File: config.mk
export PLATFORM = sky130hd
export DESIGN_NAME = rd_arbiter
export DESIGN_NICKNAME = d
export VERILOG_FILES = /design/src/logic/fetch_pkg.sv /design/src/logic/axi_rd_pkg.sv /design/src/logic/rd_arbiter.sv
export SDC_FILE = /design/constraint.sdc
export NUM_CORES = 1
export LEC_CHECK = 0
export BUFFER_PORTS_ARGS = -buffer_cell sky130_fd_sc_hd__clkbuf_2
export CAP_MARGIN = 20
export CORE_AREA = 2 2 130 132
export CTS_CLUSTER_DIAMETER = 120
export DETAILED_ROUTE_END_ITERATION = 10
export DIE_AREA = 0 0 132 134
export GPL_ROUTABILITY_DRIVEN = 0
export PLACE_DENSITY = 0.79
export SLEW_MARGIN = 10
export SYNTH_ARGS = -nofsm -noshare
export SYNTH_HDL_FRONTEND = slang
export SYNTH_SLANG_ARGS = --single-unit
File: constraint.sdc
create_clock -name clk -period 4.4 [get_ports clk]
set_input_delay 0.44 -clock clk [delete_from_list [all_inputs] [get_ports clk]]
set_output_delay 0.44 -clock clk [all_outputs]
set_load 0.005 [all_outputs]
File: src/logic/fetch_pkg.sv
package fetch_pkg;

  // address and pc width
  localparam int PC_W = 64;

  // one rv instruction
  localparam int INST_W = 32;

  // addi x0, x0, 0
  // sent whenever decode gets no fetched word
  localparam logic [INST_W-1:0] NOP_INST = 32'h0000_0013;

  // config register map
  localparam logic [1:0] CFG_BOOT_PC  = 2'd0;
  localparam logic [1:0] CFG_FETCH_EN = 2'd1;
  localparam logic [1:0] CFG_WAIT     = 2'd2;

endpackage

File: src/logic/axi_rd_pkg.sv
package axi_rd_pkg;

  // id and data width on ar/r
  localparam int ID_W   = 4;
  localparam int DATA_W = 64;

  // requester tags
  localparam logic [ID_W-1:0] ID_IF  = 4'd0;
  localparam logic [ID_W-1:0] ID_MEM = 4'd1;

  // normal access response
  localparam logic [1:0] RESP_OKAY = 2'b00;

endpackage

File: src/logic/rd_arbiter.sv
module rd_arbiter
  import fetch_pkg::*;
  import axi_rd_pkg::*;
(
  input  logic              clk,
  input  logic              rst_n,
  input  logic              if_req_i,
  input  logic [PC_W-1:0]   if_addr_i,
  output logic              if_done_o,
  input  logic              mem_valid_i,
  input  logic [PC_W-1:0]   mem_addr_i,
  output logic              mem_done_o,
  output logic [DATA_W-1:0] mem_rdata_o,
  output logic              rd_valid_o,
  output logic [ID_W-1:0]   rd_id_o,
  output logic [PC_W-1:0]   rd_addr_o,
  input  logic              rd_done_i,
  input  logic [ID_W-1:0]   rd_rid_i,
  input  logic [DATA_W-1:0] rd_data_i
);

  logic            busy_q;
  logic            mem_pend_q;
  logic [PC_W-1:0] mem_addr_q;
  logic            mem_req;
  logic [PC_W-1:0] mem_addr_sel;
  logic            grant;

  // mem stage pulse, live or latched
  assign mem_req      = mem_pend_q || mem_valid_i;
  assign mem_addr_sel = mem_pend_q ? mem_addr_q : mem_addr_i;
  // one read in flight
  assign grant = !busy_q && (mem_req || if_req_i);

  // route completion back by id
  assign if_done_o   = rd_done_i && (rd_rid_i == ID_IF);
  assign mem_done_o  = rd_done_i && (rd_rid_i == ID_MEM);
  assign mem_rdata_o = rd_data_i;

  always_ff @(posedge clk or negedge rst_n) begin
    if (!rst_n) begin
      busy_q     <= 1'b0;
      mem_pend_q <= 1'b0;
      rd_valid_o <= 1'b0;
    end else begin
      // single-cycle issue pulse
      rd_valid_o <= grant;
      if (grant) begin
        busy_q <= 1'b1;
      end else if (rd_done_i) begin
        busy_q <= 1'b0;
      end
      // keep the pulse until it is served
      if (grant && mem_req) begin
        mem_pend_q <= 1'b0;
      end else if (mem_valid_i) begin
        mem_pend_q <= 1'b1;
      end
    end
  end

  // request payload
  always_ff @(posedge clk) begin
    if (mem_valid_i) begin
      mem_addr_q <= mem_addr_i;
    end
    // mem stage wins a tie
    if (grant) begin
      rd_id_o   <= mem_req ? ID_MEM : ID_IF;
      rd_addr_o <= mem_req ? mem_addr_sel : if_addr_i;
    end
  end

endmodule

==> reports/metrics.cfg <==
[power]
p_int_uw=2702
seq_power_share_pct=46.5
leakagePower_uw=0.003088
power_switching_share_pct=21.81
powerDensity_mw_per_mm2=479.4
p_switching_uw=753.6
p_comb_share_pct=10.2
pwr-share-clk_pct=43.3
ir_drop_uv=265.6

[hold_path]
whs_path_depth=1
worstHoldStart=mem_addr_i[0]
hold_end=mem_addr_q[0]$_DFFE_PP_
hp-class=input pin to register

[route]
vias=3594
drtPass1Iterations=4
antenna_left=0
via_per_inst=4.509
wl_um=13390
wl_per_cell_um=16.80
route.detailed.drc=0
drtIter0Drc=261

[setup_path]
critPathMaxFanout=71
reg2reg_from=mem_pend_q$_DFFE_PN0P_
r2r_setup_slack_ns=2.00
r2r_cells=3
end_kind=register
crit_start=mem_pend_q$_DFFE_PN0P_
cp-start-kind=register
criticalPathCategory=register to register
r2r_end=rd_addr_o[56]$_DFFE_PP_
critical_path_required_ns=4.50
cp.arrival_ns=2.50

[global_routing]
grt_pass1_vias=3494
grt_usage_pct=15.05
grt_start_max_net_pins=72
grt_pass1_wl_um=19960
overflow=0
antenna_found_initial=0

[clock_network]
cts_buffer_depth=2
cts_tree=done
htreeDepth=4
ctsResizeCount=0
clk_pin_slew_ns=0.06
clock_latency_ns=0.41
root_buffer=clkbuf_16
cts_hold_buf=1
cts_buffers=17
clkSinkCount=132
cts_setup_buffers=0

[logic_synthesis]
synth_edf_count=129
synth_most_common_cell=edfxtp_1
yosys-top-cells-area=edfxtp_1 66%, mux2i_1 11%, buf_4 8.6%
ys_seq_area_share_pct=66.79
synth_top_area_share_pct=65.52
yosysUniqueCellTypes=19
synth.avg_cell_area_um2=14.01
synthFlopType=edfxtp_1
async_flop_share_pct=2.273
yosysWarnings=0
synth_commonest_cells=129 x edfxtp_1, 68 x buf_4, 65 x mux2i_1
synth_seq_cells=132
syn_inst=422
netlist_area_mm2=0.005912
yosysTopAreaCell=edfxtp_1

[flow_run]
maxCapViolations=0

[die]
fp.dieArea_mm2=0.01769
die_h_um=134
ios=336
start_util_pct=36.29
die_w_um=132
core-area_mm2=0.01629
row_count=47

[sta]
hold_viol_final=0
finClkSkew_ns=0.009391
finalMaxSlewViolations=0
fmax_mhz=417.0
fin_tns_setup_ns=0
timing.final.crit_share_pct=54.50
maxSlewHeadroom_pct=37.05
final-setup-viol-count=0
fin_crit_ns=2.398
grt_setup_unrepaired=no
worst_pin_slew_ns=0.9421

[cells_and_area]
finish.instance_area_mm2=0.007208
seq_area_mm2=0.003953
syn2layout_area_growth_pct=21.93
fin_nets=764
num-fill-cells=1514
drive_above_1_share_pct=41.15
multi_input_area_mm2=0.001277

[placed_design]
placed_area_mm2=0.006575
port_buffers=204
dpl.hpwl_um=9894

[run_status]
status=complete, no violations

-- power by group through the flow --
| stage | sequential (µW) | clock, µW | combinational, µW |
|---|---|---|---|
| global placement | 1630 | 0 | 351 |
| detailed placement | 1630 | 0 | 359 |
| floorplan | 1620 | 0 | 235 |
| finish | 1610 | 1500 | 353 |
| CTS | 1610 | 1530 | 361 |
| global route | 1620 | 1570 | 397 |
-- stage by stage --
stage	std cells	total power, µW	util, %	setup WS, ns	hold slack (ns)
final	797	3456	44.25	2.002	0.2182
after global routing	796	3593	44.24	1.796	0.1970
after CTS	796	3499	44.24	1.910	0.1924
after detailed placement	763	1993	40.36	1.852	0.2540
after global placement	763	1979	40.36	1.878	0.2527
after floorplan	424	1851	-	0.2943	0.1444
-- metal layers --
layer / vias up / GRT usage [%] / part of all wire (%)
met5: - / 0 / 0
met1: 1656 / 16.25 / 38
met4: 0 / 7.307 / 2.4
met3: 30 / 6.198 / 8.3
met2: 165 / 25.69 / 52
li1: 1743 / - / -
-- logic make-up (layout without fill, tap and decap cells) --
group	after synthesis	after routing	synth area share [%]
AO/OA/AOI/OAI	64	64	5.418
buffers and inverters	89	241	11.85
flip-flops	132	132	66.79
multiplexers	65	65	11.01
other	1	4	0.06343
AND/OR/NAND/NOR	71	71	4.868
-- how the worst max path moves through the flow --
| stage | end | slack, ns | cells after the start |
|---|---|---|---|
| after global placement | rd_addr_o[45]$_DFFE_PP_ | 1.88 | 4 |
| after detailed placement | rd_addr_o[41]$_DFFE_PP_ | 1.85 | 4 |
| after floorplan | rd_addr_o[0]$_DFFE_PP_ | 0.29 | 5 |
| after global routing | rd_addr_o[55]$_DFFE_PP_ | 1.80 | 3 |
| after CTS | rd_addr_o[56]$_DFFE_PP_ | 1.91 | 3 |
| final | rd_addr_o[56]$_DFFE_PP_ | 2.00 | 3 |
-- registers in the layout, indices dropped and copies added (netlist names) --
name,count
busy_q,1
rd_addr_o,64
rd_valid_o,1
rd_id_o,1
mem_pend_q,1
mem_addr_q,64
-- cell type report --
cell class,count,area share [%]
flip-flops and latches,132,54.83
multi-input cells,203,17.72
repair buffers,209,14.98
clock buffers,19,6.006
well taps,220,3.819
clock inverters,13,2.604
diodes,1,0.03472
-- worst max-delay path, stage by stage (launching register included) --
cell	delay, ns
dfrtp_4	0.85
nor3_2	0.15
nor2_4	0.74
buf_12	0.32
-- placed cells by master (no fill, tap or decap), types with 4 or more instances in the layout --
cell / n
o21ai_1: 39
clkbuf_16: 17
mux2i_1: 65
clkbuf_2: 203
bufinv_16: 5
clkinv_1: 4
edfxtp_1: 129
o21ai_0: 25
nand2_1: 64
Note: power is estimated with default switching activity, not from simulation.
