<file path="src/logic/fetch_pkg.sv">
package fetch_pkg;

  // address and pc width
  localparam int PC_W = 64;

  // one rv instruction
  localparam int INST_W = 32;

  // addi x0, x0, 0
  // sent whenever decode gets no fetched word
  localparam logic [INST_W-1:0] NOP_INST = 32'h0000_0013;

  // config register map
  localparam logic [1:0] CFG_BOOT_PC  = 2'd0;
  localparam logic [1:0] CFG_FETCH_EN = 2'd1;
  localparam logic [1:0] CFG_WAIT     = 2'd2;

endpackage

</file>
<file path="src/logic/axi_rd_pkg.sv">
package axi_rd_pkg;

  // id and data width on ar/r
  localparam int ID_W   = 4;
  localparam int DATA_W = 64;

  // requester tags
  localparam logic [ID_W-1:0] ID_IF  = 4'd0;
  localparam logic [ID_W-1:0] ID_MEM = 4'd1;

  // normal access response
  localparam logic [1:0] RESP_OKAY = 2'b00;

endpackage

</file>
<file path="src/logic/axi_rd_master.sv">
module axi_rd_master
  import fetch_pkg::*;
  import axi_rd_pkg::*;
(
  input  logic              clk,
  input  logic              rst_n,
  input  logic              rd_valid_i,
  input  logic [ID_W-1:0]   rd_id_i,
  input  logic [PC_W-1:0]   rd_addr_i,
  output logic              rd_done_o,
  output logic [ID_W-1:0]   rd_rid_o,
  output logic [DATA_W-1:0] rd_data_o,
  output logic              ar_valid_o,
  input  logic              ar_ready_i,
  output logic [PC_W-1:0]   ar_addr_o,
  output logic [ID_W-1:0]   ar_id_o,
  input  logic              r_valid_i,
  output logic              r_ready_o,
  input  logic [DATA_W-1:0] r_data_i,
  input  logic [1:0]        r_resp_i,
  input  logic              r_last_i,
  input  logic [ID_W-1:0]   r_id_i
);

  localparam logic [1:0] S_IDLE = 2'd0;
  localparam logic [1:0] S_ADDR = 2'd1;
  localparam logic [1:0] S_DATA = 2'd2;

  logic [1:0]      state_q;
  logic [PC_W-1:0] addr_q;
  logic [ID_W-1:0] id_q;
  logic            ar_hs;
  logic            r_hs;
  logic            r_end;

  // ar valid straight from the state, stays up until ready
  assign ar_valid_o = (state_q == S_ADDR);
  assign ar_addr_o  = addr_q;
  assign ar_id_o    = id_q;
  // always willing to take the beat
  assign r_ready_o  = 1'b1;

  assign ar_hs = ar_valid_o && ar_ready_i;
  assign r_hs  = (state_q == S_DATA) && r_valid_i && r_ready_o;
  // last beat ends it, an error response ends it too
  assign r_end = r_hs && (r_last_i || (r_resp_i != RESP_OKAY));

  always_ff @(posedge clk or negedge rst_n) begin
    if (!rst_n) begin
      state_q   <= S_IDLE;
      rd_done_o <= 1'b0;
    end else begin
      // done one cycle after the r beat
      rd_done_o <= r_end;
      case (state_q)
        S_IDLE: begin
          if (rd_valid_i) begin
            state_q <= S_ADDR;
          end
        end
        S_ADDR: begin
          if (ar_hs) begin
            state_q <= S_DATA;
          end
        end
        S_DATA: begin
          if (r_end) begin
            state_q <= S_IDLE;
          end
        end
        default: begin
          state_q <= S_IDLE;
        end
      endcase
    end
  end

  // request and response payload
  always_ff @(posedge clk) begin
    if ((state_q == S_IDLE) && rd_valid_i) begin
      addr_q <= rd_addr_i;
      id_q   <= rd_id_i;
    end
    // data passes through whatever the resp code
    if (r_end) begin
      rd_data_o <= r_data_i;
      rd_rid_o  <= r_id_i;
    end
  end

endmodule

</file>
<file path="config.mk">
export PLATFORM = sky130hd
export DESIGN_NAME = axi_rd_master
export DESIGN_NICKNAME = d
export VERILOG_FILES = /design/src/logic/fetch_pkg.sv /design/src/logic/axi_rd_pkg.sv /design/src/logic/axi_rd_master.sv
export SDC_FILE = /design/constraint.sdc
export NUM_CORES = 1
export LEC_CHECK = 0
export ABC_AREA = 1
export BUFFER_PORTS_ARGS = -buffer_cell sky130_fd_sc_hd__buf_2
export CAP_MARGIN = 20
export CORE_AREA = 2 2 108 110
export CTS_BUF_LIST = sky130_fd_sc_hd__clkbuf_4 sky130_fd_sc_hd__clkbuf_8 sky130_fd_sc_hd__clkbuf_16
export CTS_CLUSTER_DIAMETER = 50
export CTS_CLUSTER_SIZE = 8
export DETAILED_ROUTE_END_ITERATION = 8
export DIE_AREA = 0 0 110 112
export GPL_ROUTABILITY_DRIVEN = 0
export GPL_TIMING_DRIVEN = 0
export PLACE_DENSITY = 0.79
export REMOVE_ABC_BUFFERS = 1
export SLEW_MARGIN = 15
export SYNTH_ARGS = -nofsm -noshare
export SYNTH_HDL_FRONTEND = slang
export SYNTH_SLANG_ARGS = --single-unit
</file>
<file path="constraint.sdc">
create_clock -name clk -period 4.85 [get_ports clk]
set_clock_uncertainty 0.15 [all_clocks]
set_input_delay 0.7275 -clock clk [delete_from_list [all_inputs] [get_ports clk]]
set_output_delay 0.7275 -clock clk [all_outputs]
set_load 0.05 [all_outputs]
</file>
==> flow_summary.json <==
{
  "outcome": "finished, final reports clean",
  "crit_buf_inv": 3,
  "dp_hpwl_um": 7730,
  "design_area_um2": 6470,
  "io_buffers": 281,
  "finalHoldViolCount": 0,
  "drive_gt1_frac": 0.665,
  "critPathTopFamily": "buffers and inverters",
  "vias": 2637,
  "rows": 39,
  "wirelength_um": 10000,
  "grt_use_total": 0.159,
  "critical_path_peak_fanout": 2,
  "final_common_cell": "buf_2",
  "insertedDiodeCount": 0,
  "ys_seq_area_frac": 0.978,
  "yosys-top-cells-area": "edfxtp_1 96%, dfrtp_1 1.8%, inv_1 0.62%, nand2_1 0.62%, buf_4 0.18%",
  "crit_path_end_kind": "primary output",
  "cts-htree-levels": 4,
  "cp_slowest_cell": "dfrtp_1",
  "preCtsSetupSlack_ps": 2620,
  "p_leak_nw": 2.77,
  "cts_root_buffer": "clkbuf_16",
  "slew_viol_final": 0,
  "critPathLaunchType": "register",
  "final_util": 0.579,
  "dp.cells": 586,
  "synth_seq_cells": 139,
  "cts.sinks": 139,
  "drc_errors": 0,
  "antenna_found_initial": 1,
  "fill_cells": 879,
  "period_share": 0.442,
  "layout.nets": 607,
  "drt_iter0_drc": 110,
  "worst_hold_path_type": "in -> reg",
  "period_minus_slack_ps": 2140,
  "start_util": 0.381,
  "fp.dieH_um": 112,
  "layout_common_cells": "281 x buf_2, 136 x edfxtp_1, 17 x clkbuf_16",
  "max_slew.worst_pin.slew_ps": 813,
  "grt_max_degree": 70,
  "syn_to_final_growth_pct": 52.1,
  "crit_top_cell": "inv_1",
  "clk_pin_slew_worst_paths_ps": 60,
  "synth_top_area_frac": 0.960,
  "cap_violations": 0,
  "ios": 283,
  "cts_setup_buffers": 0,
  "synth_cell_type_count": 11,
  "dieArea_um2": 12300,
  "powerDensity_nw_per_um2": 595,
  "cts_buffers": 17,
  "yosysTopAreaCell": "edfxtp_1",
  "yosys_warnings": 0,
  "irDropWorstVdd_v": 0.000301,
  "ant_nets": 0,
  "rsz0062_at_grt": "false",
  "synthCells": 161,
  "insertion_delay_ps": 390,
  "path_class": "reg -> out",
  "max_stage_delay_ps": 400,
  "fp.dieW_um": 110,
  "critPathArrivalTime_ps": 1260,
  "fin_tns_setup_ps": 0,
  "syn_area_um2": 4250,
  "viasPerCell": 4.27,
  "fin_cells": 617,
  "cts_tree": "yes",
  "post_dp_cell_area_um2": 5880,
  "cts_max_path_buffers": 2,
  "clock.fmax_mhz": 467,
  "first_global_vias": 2864,
  "overflow": 0,
  "postSynthAreaPerCell_um2": 26.4,
  "drt-wirelength-per-cell_um": 16.2,
  "p_total_mw": 3.85,
  "fp.coreArea_um2": 11200,
  "maxSlewHeadroom": 0.458,
  "grt_first_pass_wirelength_um": 14000,
  "drt-pass1-iter-count": 4,
  "cp.required_ps": 3970,
  "postLayoutSetupSlackWorst_ps": 2710,
  "finalSetupViolations": 0,
  "crit_chain": "inv_1, nand2_1, inv_1, buf_2",
  "holdWs_ps": 348
}
==> worst register-to-register path, cell delays in order, from the launching register on <==
cell and delay, ps:
dfrtp_1 400, inv_1 80, nand2_1 100, nor2_4 380, buf_12 260, buf_12 220
==> layout make-up <==
cell class | instances | area (µm²) | area share
sequential | 139 | 4160 | 0.643
timing repair buffer | 284 | 1460 | 0.225
clock buffer | 17 | 425 | 0.0658
tap | 143 | 179 | 0.0277
clock inverter | 13 | 154 | 0.0238
multi-input combinational | 13 | 63.8 | 0.00986
inverter | 8 | 32.5 | 0.00503
==> cells in the mapped netlist <==
| library cell | n |
|---|---|
| nand2_1 | 7 |
| o22ai_1 | 1 |
| nand2_2 | 1 |
| edfxtp_1 | 136 |
| dfrtp_1 | 3 |
| conb_1 | 1 |
| inv_2 | 1 |
| buf_4 | 1 |
| nor2_1 | 2 |
| inv_1 | 7 |
| nor2_2 | 1 |
==> metal layers <==
metal	GRT usage	part of all wire
met5	0	0.0016
met2	0.288	0.54
met4	0.0624	0.013
met3	0.0878	0.13
met1	0.142	0.32
==> what timing repair did <==
action                     CTS  global route
hold endpoints to repair     3             0
setup endpoints to repair    0             0
hold buffers                 1             0
gates resized for setup      0             0
==> path summary, 6_finish.rpt <==
| check | start | end | slack [ps] | cells past startpoint |
|---|---|---|---|---|
| max | state_q[1] | ar_valid_o | 2710 | 4 |
| min | r_data_i[58] | rd_data_o[58] | 350 | 1 |
| max reg2reg | state_q[1] | ar_addr_o[25] | 2960 | 5 |
| min reg2reg | state_q[0] | state_q[0] | 460 | 2 |
| max in group asynchronous | rst_n | state_q[0] | 3900 | 2 |
| min in group asynchronous | rst_n | rd_done_o | 540 | 2 |
==> state kept, by name, indices dropped and copies added (netlist names) <==
name / flops
ar_addr_o: 64
rd_data_o: 64
ar_id_o: 4
rd_rid_o: 4
state_q: 2
rd_done_o: 1
==> report_power, final <==
part | internal [mW] | leakage (nW) | switching (mW)
logic | 0.183 | 1.20 | 0.805
clock network | 0.797 | 0.269 | 0.456
registers | 1.56 | 1.30 | 0.0471
total | 2.54 | 2.77 | 1.31
==> logic make-up (layout without fill, tap and decap cells) <==
kind of cell           count (synthesis)  after routing  synth area share
AOI/OAI and AO/OA                      1              1           0.00147
DFF                                  139            139             0.978
buffers and inverters                  9            322           0.00883
and+or+nand+nor                       11             11            0.0109
other                                  1              1          0.000882
(Power assumes the default switching activity.)
