File: config.mk
export PLATFORM = sky130hd
export DESIGN_NAME = pc_gen
export DESIGN_NICKNAME = d
export VERILOG_FILES = /design/src/logic/fetch_pkg.sv /design/src/logic/axi_rd_pkg.sv /design/src/logic/pc_gen.sv
export SDC_FILE = /design/constraint.sdc
export NUM_CORES = 1
export LEC_CHECK = 0
export BUFFER_PORTS_ARGS = -buffer_cell sky130_fd_sc_hd__buf_2
export CAP_MARGIN = 20
export CORE_UTILIZATION = 51
export CTS_BUF_LIST = sky130_fd_sc_hd__clkbuf_16
export CTS_CLUSTER_SIZE = 20
export DETAILED_ROUTE_END_ITERATION = 10
export GPL_TIMING_DRIVEN = 0
export PLACE_DENSITY = 0.81
export RECOVER_POWER = 100
export SLEW_MARGIN = 20
export SYNTH_ARGS = -nofsm -noshare
export SYNTH_HDL_FRONTEND = slang
export SYNTH_SLANG_ARGS = --single-unit
File: constraint.sdc
create_clock -name clk -period 5.3 [get_ports clk]
set_clock_uncertainty 0.2 [all_clocks]
set_input_delay 1.06 -clock clk [delete_from_list [all_inputs] [get_ports clk]]
set_output_delay 1.06 -clock clk [all_outputs]
set_load 0.1 [all_outputs]
File: src/logic/fetch_pkg.sv
package fetch_pkg;

  // address and pc width
  localparam int PC_W = 64;

  // one rv instruction
  localparam int INST_W = 32;

  // addi x0, x0, 0
  // sent whenever decode gets no fetched word
  localparam logic [INST_W-1:0] NOP_INST = 32'h0000_0013;

  // config register map
  localparam logic [1:0] CFG_BOOT_PC  = 2'd0;
  localparam logic [1:0] CFG_FETCH_EN = 2'd1;
  localparam logic [1:0] CFG_WAIT     = 2'd2;

endpackage

File: src/logic/axi_rd_pkg.sv
package axi_rd_pkg;

  // id and data width on ar/r
  localparam int ID_W   = 4;
  localparam int DATA_W = 64;

  // requester tags
  localparam logic [ID_W-1:0] ID_IF  = 4'd0;
  localparam logic [ID_W-1:0] ID_MEM = 4'd1;

  // normal access response
  localparam logic [1:0] RESP_OKAY = 2'b00;

endpackage

File: src/logic/pc_gen.sv
module pc_gen
  import fetch_pkg::*;
  import axi_rd_pkg::*;
(
  input  logic              clk,
  input  logic              rst_n,
  input  logic [PC_W-1:0]   boot_pc_i,
  input  logic              fetch_en_i,
  input  logic              redirect_i,
  input  logic [PC_W-1:0]   redirect_pc_i,
  input  logic              stall_i,
  output logic              if_req_o,
  output logic [PC_W-1:0]   if_addr_o,
  input  logic              if_done_i,
  input  logic [DATA_W-1:0] if_data_i,
  output logic [INST_W-1:0] inst_o,
  output logic [PC_W-1:0]   inst_pc_o,
  output logic              inst_valid_o
);

  logic              fetch_en_q;
  logic [PC_W-1:0]   pc_q;
  logic              pending_q;
  logic [PC_W-1:0]   addr_q;
  logic              discard_q;
  logic              word_valid_q;
  logic [INST_W-1:0] word_q;
  logic [PC_W-1:0]   word_pc_q;
  logic              load_boot;
  logic              flush;
  logic              keep;
  logic              start;
  logic [INST_W-1:0] half;

  // enable 0 -> 1 reloads the boot pc
  assign load_boot = fetch_en_i && !fetch_en_q;
  // either redirect or reboot kills what is in flight
  assign flush = redirect_i || load_boot;
  // answer worth keeping
  assign keep = if_done_i && !discard_q && !flush;
  // one fetch at a time, none while stalled or on a pc change
  assign start = fetch_en_i && fetch_en_q && !stall_i && !pending_q && !redirect_i;

  // bit 2 of the fetch address picks the half of the doubleword
  assign half = addr_q[2] ? if_data_i[DATA_W-1:INST_W] : if_data_i[INST_W-1:0];

  assign if_req_o  = pending_q;
  assign if_addr_o = addr_q;

  // held word goes out on the first unstalled cycle
  assign inst_valid_o = word_valid_q && !stall_i;
  assign inst_o       = inst_valid_o ? word_q : NOP_INST;
  assign inst_pc_o    = word_pc_q;

  always_ff @(posedge clk or negedge rst_n) begin
    if (!rst_n) begin
      fetch_en_q   <= 1'b0;
      pc_q         <= '0;
      pending_q    <= 1'b0;
      addr_q       <= '0;
      discard_q    <= 1'b0;
      word_valid_q <= 1'b0;
    end else begin
      fetch_en_q <= fetch_en_i;
      // pc sequencing
      if (load_boot) begin
        pc_q <= boot_pc_i;
      end else if (redirect_i) begin
        pc_q <= redirect_pc_i;
      end else if (keep) begin
        pc_q <= pc_q + PC_W'(4);
      end
      // request held until done
      if (start) begin
        pending_q <= 1'b1;
        addr_q    <= pc_q;
      end else if (if_done_i) begin
        pending_q <= 1'b0;
      end
      // mark a stale fetch, its answer is dropped
      if (if_done_i) begin
        discard_q <= 1'b0;
      end else if (flush && pending_q) begin
        discard_q <= 1'b1;
      end
      // word flag, set on keep, cleared once presented
      if (flush) begin
        word_valid_q <= 1'b0;
      end else if (keep) begin
        word_valid_q <= 1'b1;
      end else if (inst_valid_o) begin
        word_valid_q <= 1'b0;
      end
    end
  end

  // returned word, like a delayed r_done capture
  always_ff @(posedge clk) begin
    if (keep) begin
      word_q    <= half;
      word_pc_q <= addr_q;
    end
  end

endmodule

==> flow_metrics.env <==
export IMPL_status="finished, violations left"
export IMPL_violations="max-capacitance violations, max-slew violations"
export IMPL_dp_hpwl_um=25400
export IMPL_dieWidth_um=147
export IMPL_reg2regPathDepth=8
export IMPL_ys_seq_elements=228
export IMPL_synth_warnings=0
export IMPL_timing_rr_end="pc_q[63]"
export IMPL_post_route_period_util_pct=83.5
export IMPL_dpl_cell_area_um2=12900
export IMPL_final_nets=1515
export IMPL_whs_path_depth=0
export IMPL_finalHoldViolations=0
export IMPL_synth_top_family_by_area="simple AND/OR/NAND/NOR gates"
export IMPL_relSlewSlack_pct=-50.4
export IMPL_cellPowerDensity_nw_per_um2=469
export IMPL_globalplace_congestion=0.918
export IMPL_holdPathEnd="inst_pc_o[9]"
export IMPL_cts_made_buffers=25
export IMPL_drt_iter0_markers=608
export IMPL_ys_seq_area_share_pct=58.0
export IMPL_clock_root_buffer="clkbuf_16"
export IMPL_vias=9354
export IMPL_endpoint_kind="output pin"
export IMPL_rows=52
export IMPL_synth_area_um2=10700
export IMPL_area_growth_pct=25.8
export IMPL_antenna_found_initial=12
export IMPL_cts_setup_buffers=0
export IMPL_fin_tns_setup_ps=0
export IMPL_io_buffers=358
export IMPL_vias_per_cell=5.79
export IMPL_start_util_pct=52.3
export IMPL_synthMuxAreaShare_pct=11.0
export IMPL_rsz0062_at_grt="no"
export IMPL_synth_ff_type="dfrtp_1"
export IMPL_synth_adder_area_share_pct=0.117
export IMPL_drtPass1Iterations=6
export IMPL_startpoint_type="primary input"
export IMPL_cts_tree="done"
export IMPL_r2r_slack_ps=1340
export IMPL_ys_async_sr_fraction_pct=57.9
export IMPL_place_inst=1559
export IMPL_grt_first_pass_wirelength_um=51700
export IMPL_hold_buffers=0
export IMPL_hold_start="if_addr_o[9]"
export IMPL_synth_edf_count=96
export IMPL_postRouteAntennaNets=0
export IMPL_crit_required_ps=4040
export IMPL_ctsResizeCount=0
export IMPL_r2r_start="pc_q[4]"
export IMPL_worst_pin_slew_ps=2260
export IMPL_wl_per_cell_um=21.5
export IMPL_clock_path_buffers=3
export IMPL_track_usage_pct=31.8
export IMPL_p_leak_nw=5.42
export IMPL_path_clk_slew_ps=60
export IMPL_setup_viol_count_final=0
export IMPL_slew_viol_final=75
export IMPL_drv_cap=3
export IMPL_synth_simple_area_share_pct=14.6
export IMPL_synth_distinct_cells=52
export IMPL_drt_total_wl_um=34700
export IMPL_final_area_um2=13400
export IMPL_drive_gt1_share_pct=24.6
export IMPL_htree_levels=1
export IMPL_timing_fmax_mhz=226
export IMPL_whs_ps=268
export IMPL_die_h_um=147
export IMPL_cts_sinks=228
export IMPL_final_cell_mix="222 x clkbuf_1, 194 x buf_2, 132 x dfrtp_1"
export IMPL_grt_max_degree=95
export IMPL_worstSetupPathType="primary input to output pin"
export IMPL_core_um2=20400
export IMPL_final_common_cell="clkbuf_1"
export IMPL_avgSynthCellArea_um2=11.5
export IMPL_clk_latency_ps=520
export IMPL_cp_max_fo=10
export IMPL_cp_arrival_ps=3160
export IMPL_post_route_min_period_ps=4420
export IMPL_instances_no_fill=1615
export IMPL_die_area_um2=21500
export IMPL_remaining_drc_errors=0
export IMPL_synth_cells=929
export IMPL_synthesis_nets=1128
export IMPL_ioPinCount=360
export IMPL_synth_compound_area_share_pct=10.2
export IMPL_vdd_drop_max_v=0.000327
export IMPL_hp_class="flip-flop to flip-flop"
export IMPL_grt_overflow=0
export IMPL_synth_xor_area_share_pct=3.29
export IMPL_grt_pass1_vias=9078
export IMPL_postLayoutCoreUtil_pct=65.8
metal layers:
metal	GRT usage, %	part of all wire, %
met2	54.7	50
met1	40.5	38
met5	0	0.040
met3	5.28	8.7
met4	11.7	3.1
cell type report:
| type | count | area, um2 |
|---|---|---|
| diodes | 11 | 27.5 |
| plain buffers | 61 | 230 |
| clock buffers | 25 | 626 |
| clock inverters | 20 | 139 |
| fillers | 1648 | 6960 |
| inverters | 15 | 57.6 |
| multi-input cells | 625 | 4160 |
| flip-flops and latches | 228 | 6190 |
| well taps | 270 | 338 |
| repair buffers | 360 | 1640 |
synth_stat cells, types with 2 or more instances:
library cell	number	area, um2
a211oi_1	2	15.0
a21o_1	2	15.0
a21oi_1	77	385
a22oi_1	4	30.0
a31oi_1	3	18.8
and2_1	30	188
and3_1	31	194
and4_1	5	43.8
buf_1	7	26.3
buf_2	3	15.0
clkbuf_1	50	188
dfrtp_1	132	3300
edfxtp_1	96	2880
inv_1	15	56.3
mux2_2	96	1080
mux2i_1	9	90.1
nand2_1	88	330
nand2b_1	8	50.1
nand3_1	29	145
nand4_1	14	87.6
nor2_1	41	154
nor2b_1	3	18.8
nor3_1	22	110
nor4_1	11	68.8
nor4_2	2	25.0
o211ai_1	7	52.6
o21a_1	3	22.5
o21ai_0	42	210
o221ai_1	21	184
o22ai_1	2	12.5
o31a_1	3	26.3
o31ai_1	5	37.5
or3_1	6	37.5
or4_1	4	30.0
xnor2_1	31	272
xor2_1	9	78.8
power by group:
part	internal, W	total (W)	switching [W]
clock	0.000949	0.00164	0.000690
sequential	0.00217	0.00242	0.000246
combinational	0.000408	0.00223	0.00183
critical path, stage by stage:
cell,delay (ps)
buf_2,110
nor2b_1,470
clkbuf_1,380
and2_1,250
clkbuf_1,880
flip-flops by register name (all words and copies together) (netlist names):
register,flops
discard_q,1
fetch_en_q,1
if_addr_o,64
if_req_o,1
inst_pc_o,64
pc_q,64
word_q,32
word_valid_q,1
cells by family (layout without fill, tap and decap cells):
group | Yosys count | after routing
AOI/OAI and AO/OA | 179 | 179
xor gates and xnor gates | 40 | 40
adders and majority gates | 1 | 1
buffers and inverters | 76 | 481
DFF | 228 | 228
muxes | 105 | 105
other | 0 | 11
and+or+nand+nor | 300 | 300
worst max-delay path by stage:
| stage | startpoint | end | slack (ps) | cells past startpoint |
|---|---|---|---|---|
| 2_1_floorplan | stall_i | inst_o[22] | 860 | 3 |
| 3_3_place_gp | if_done_i | pc_q[53] | -870 | 8 |
| 3_5_place_dp | stall_i | inst_o[28] | 1290 | 5 |
| 4_1_cts | stall_i | inst_o[28] | 1310 | 5 |
| 5_1_grt | stall_i | inst_o[28] | 820 | 5 |
| 6_report | stall_i | inst_o[28] | 880 | 5 |
per-stage QoR:
stage	total power (W)	setup slack, ps
finish	0.00629	877
global placement	0.00468	-874
global route	0.00648	818
detailed placement	0.00472	1290
floorplan	0.00424	857
CTS	0.00636	1310
Note: power is estimated with default switching activity, not from simulation.
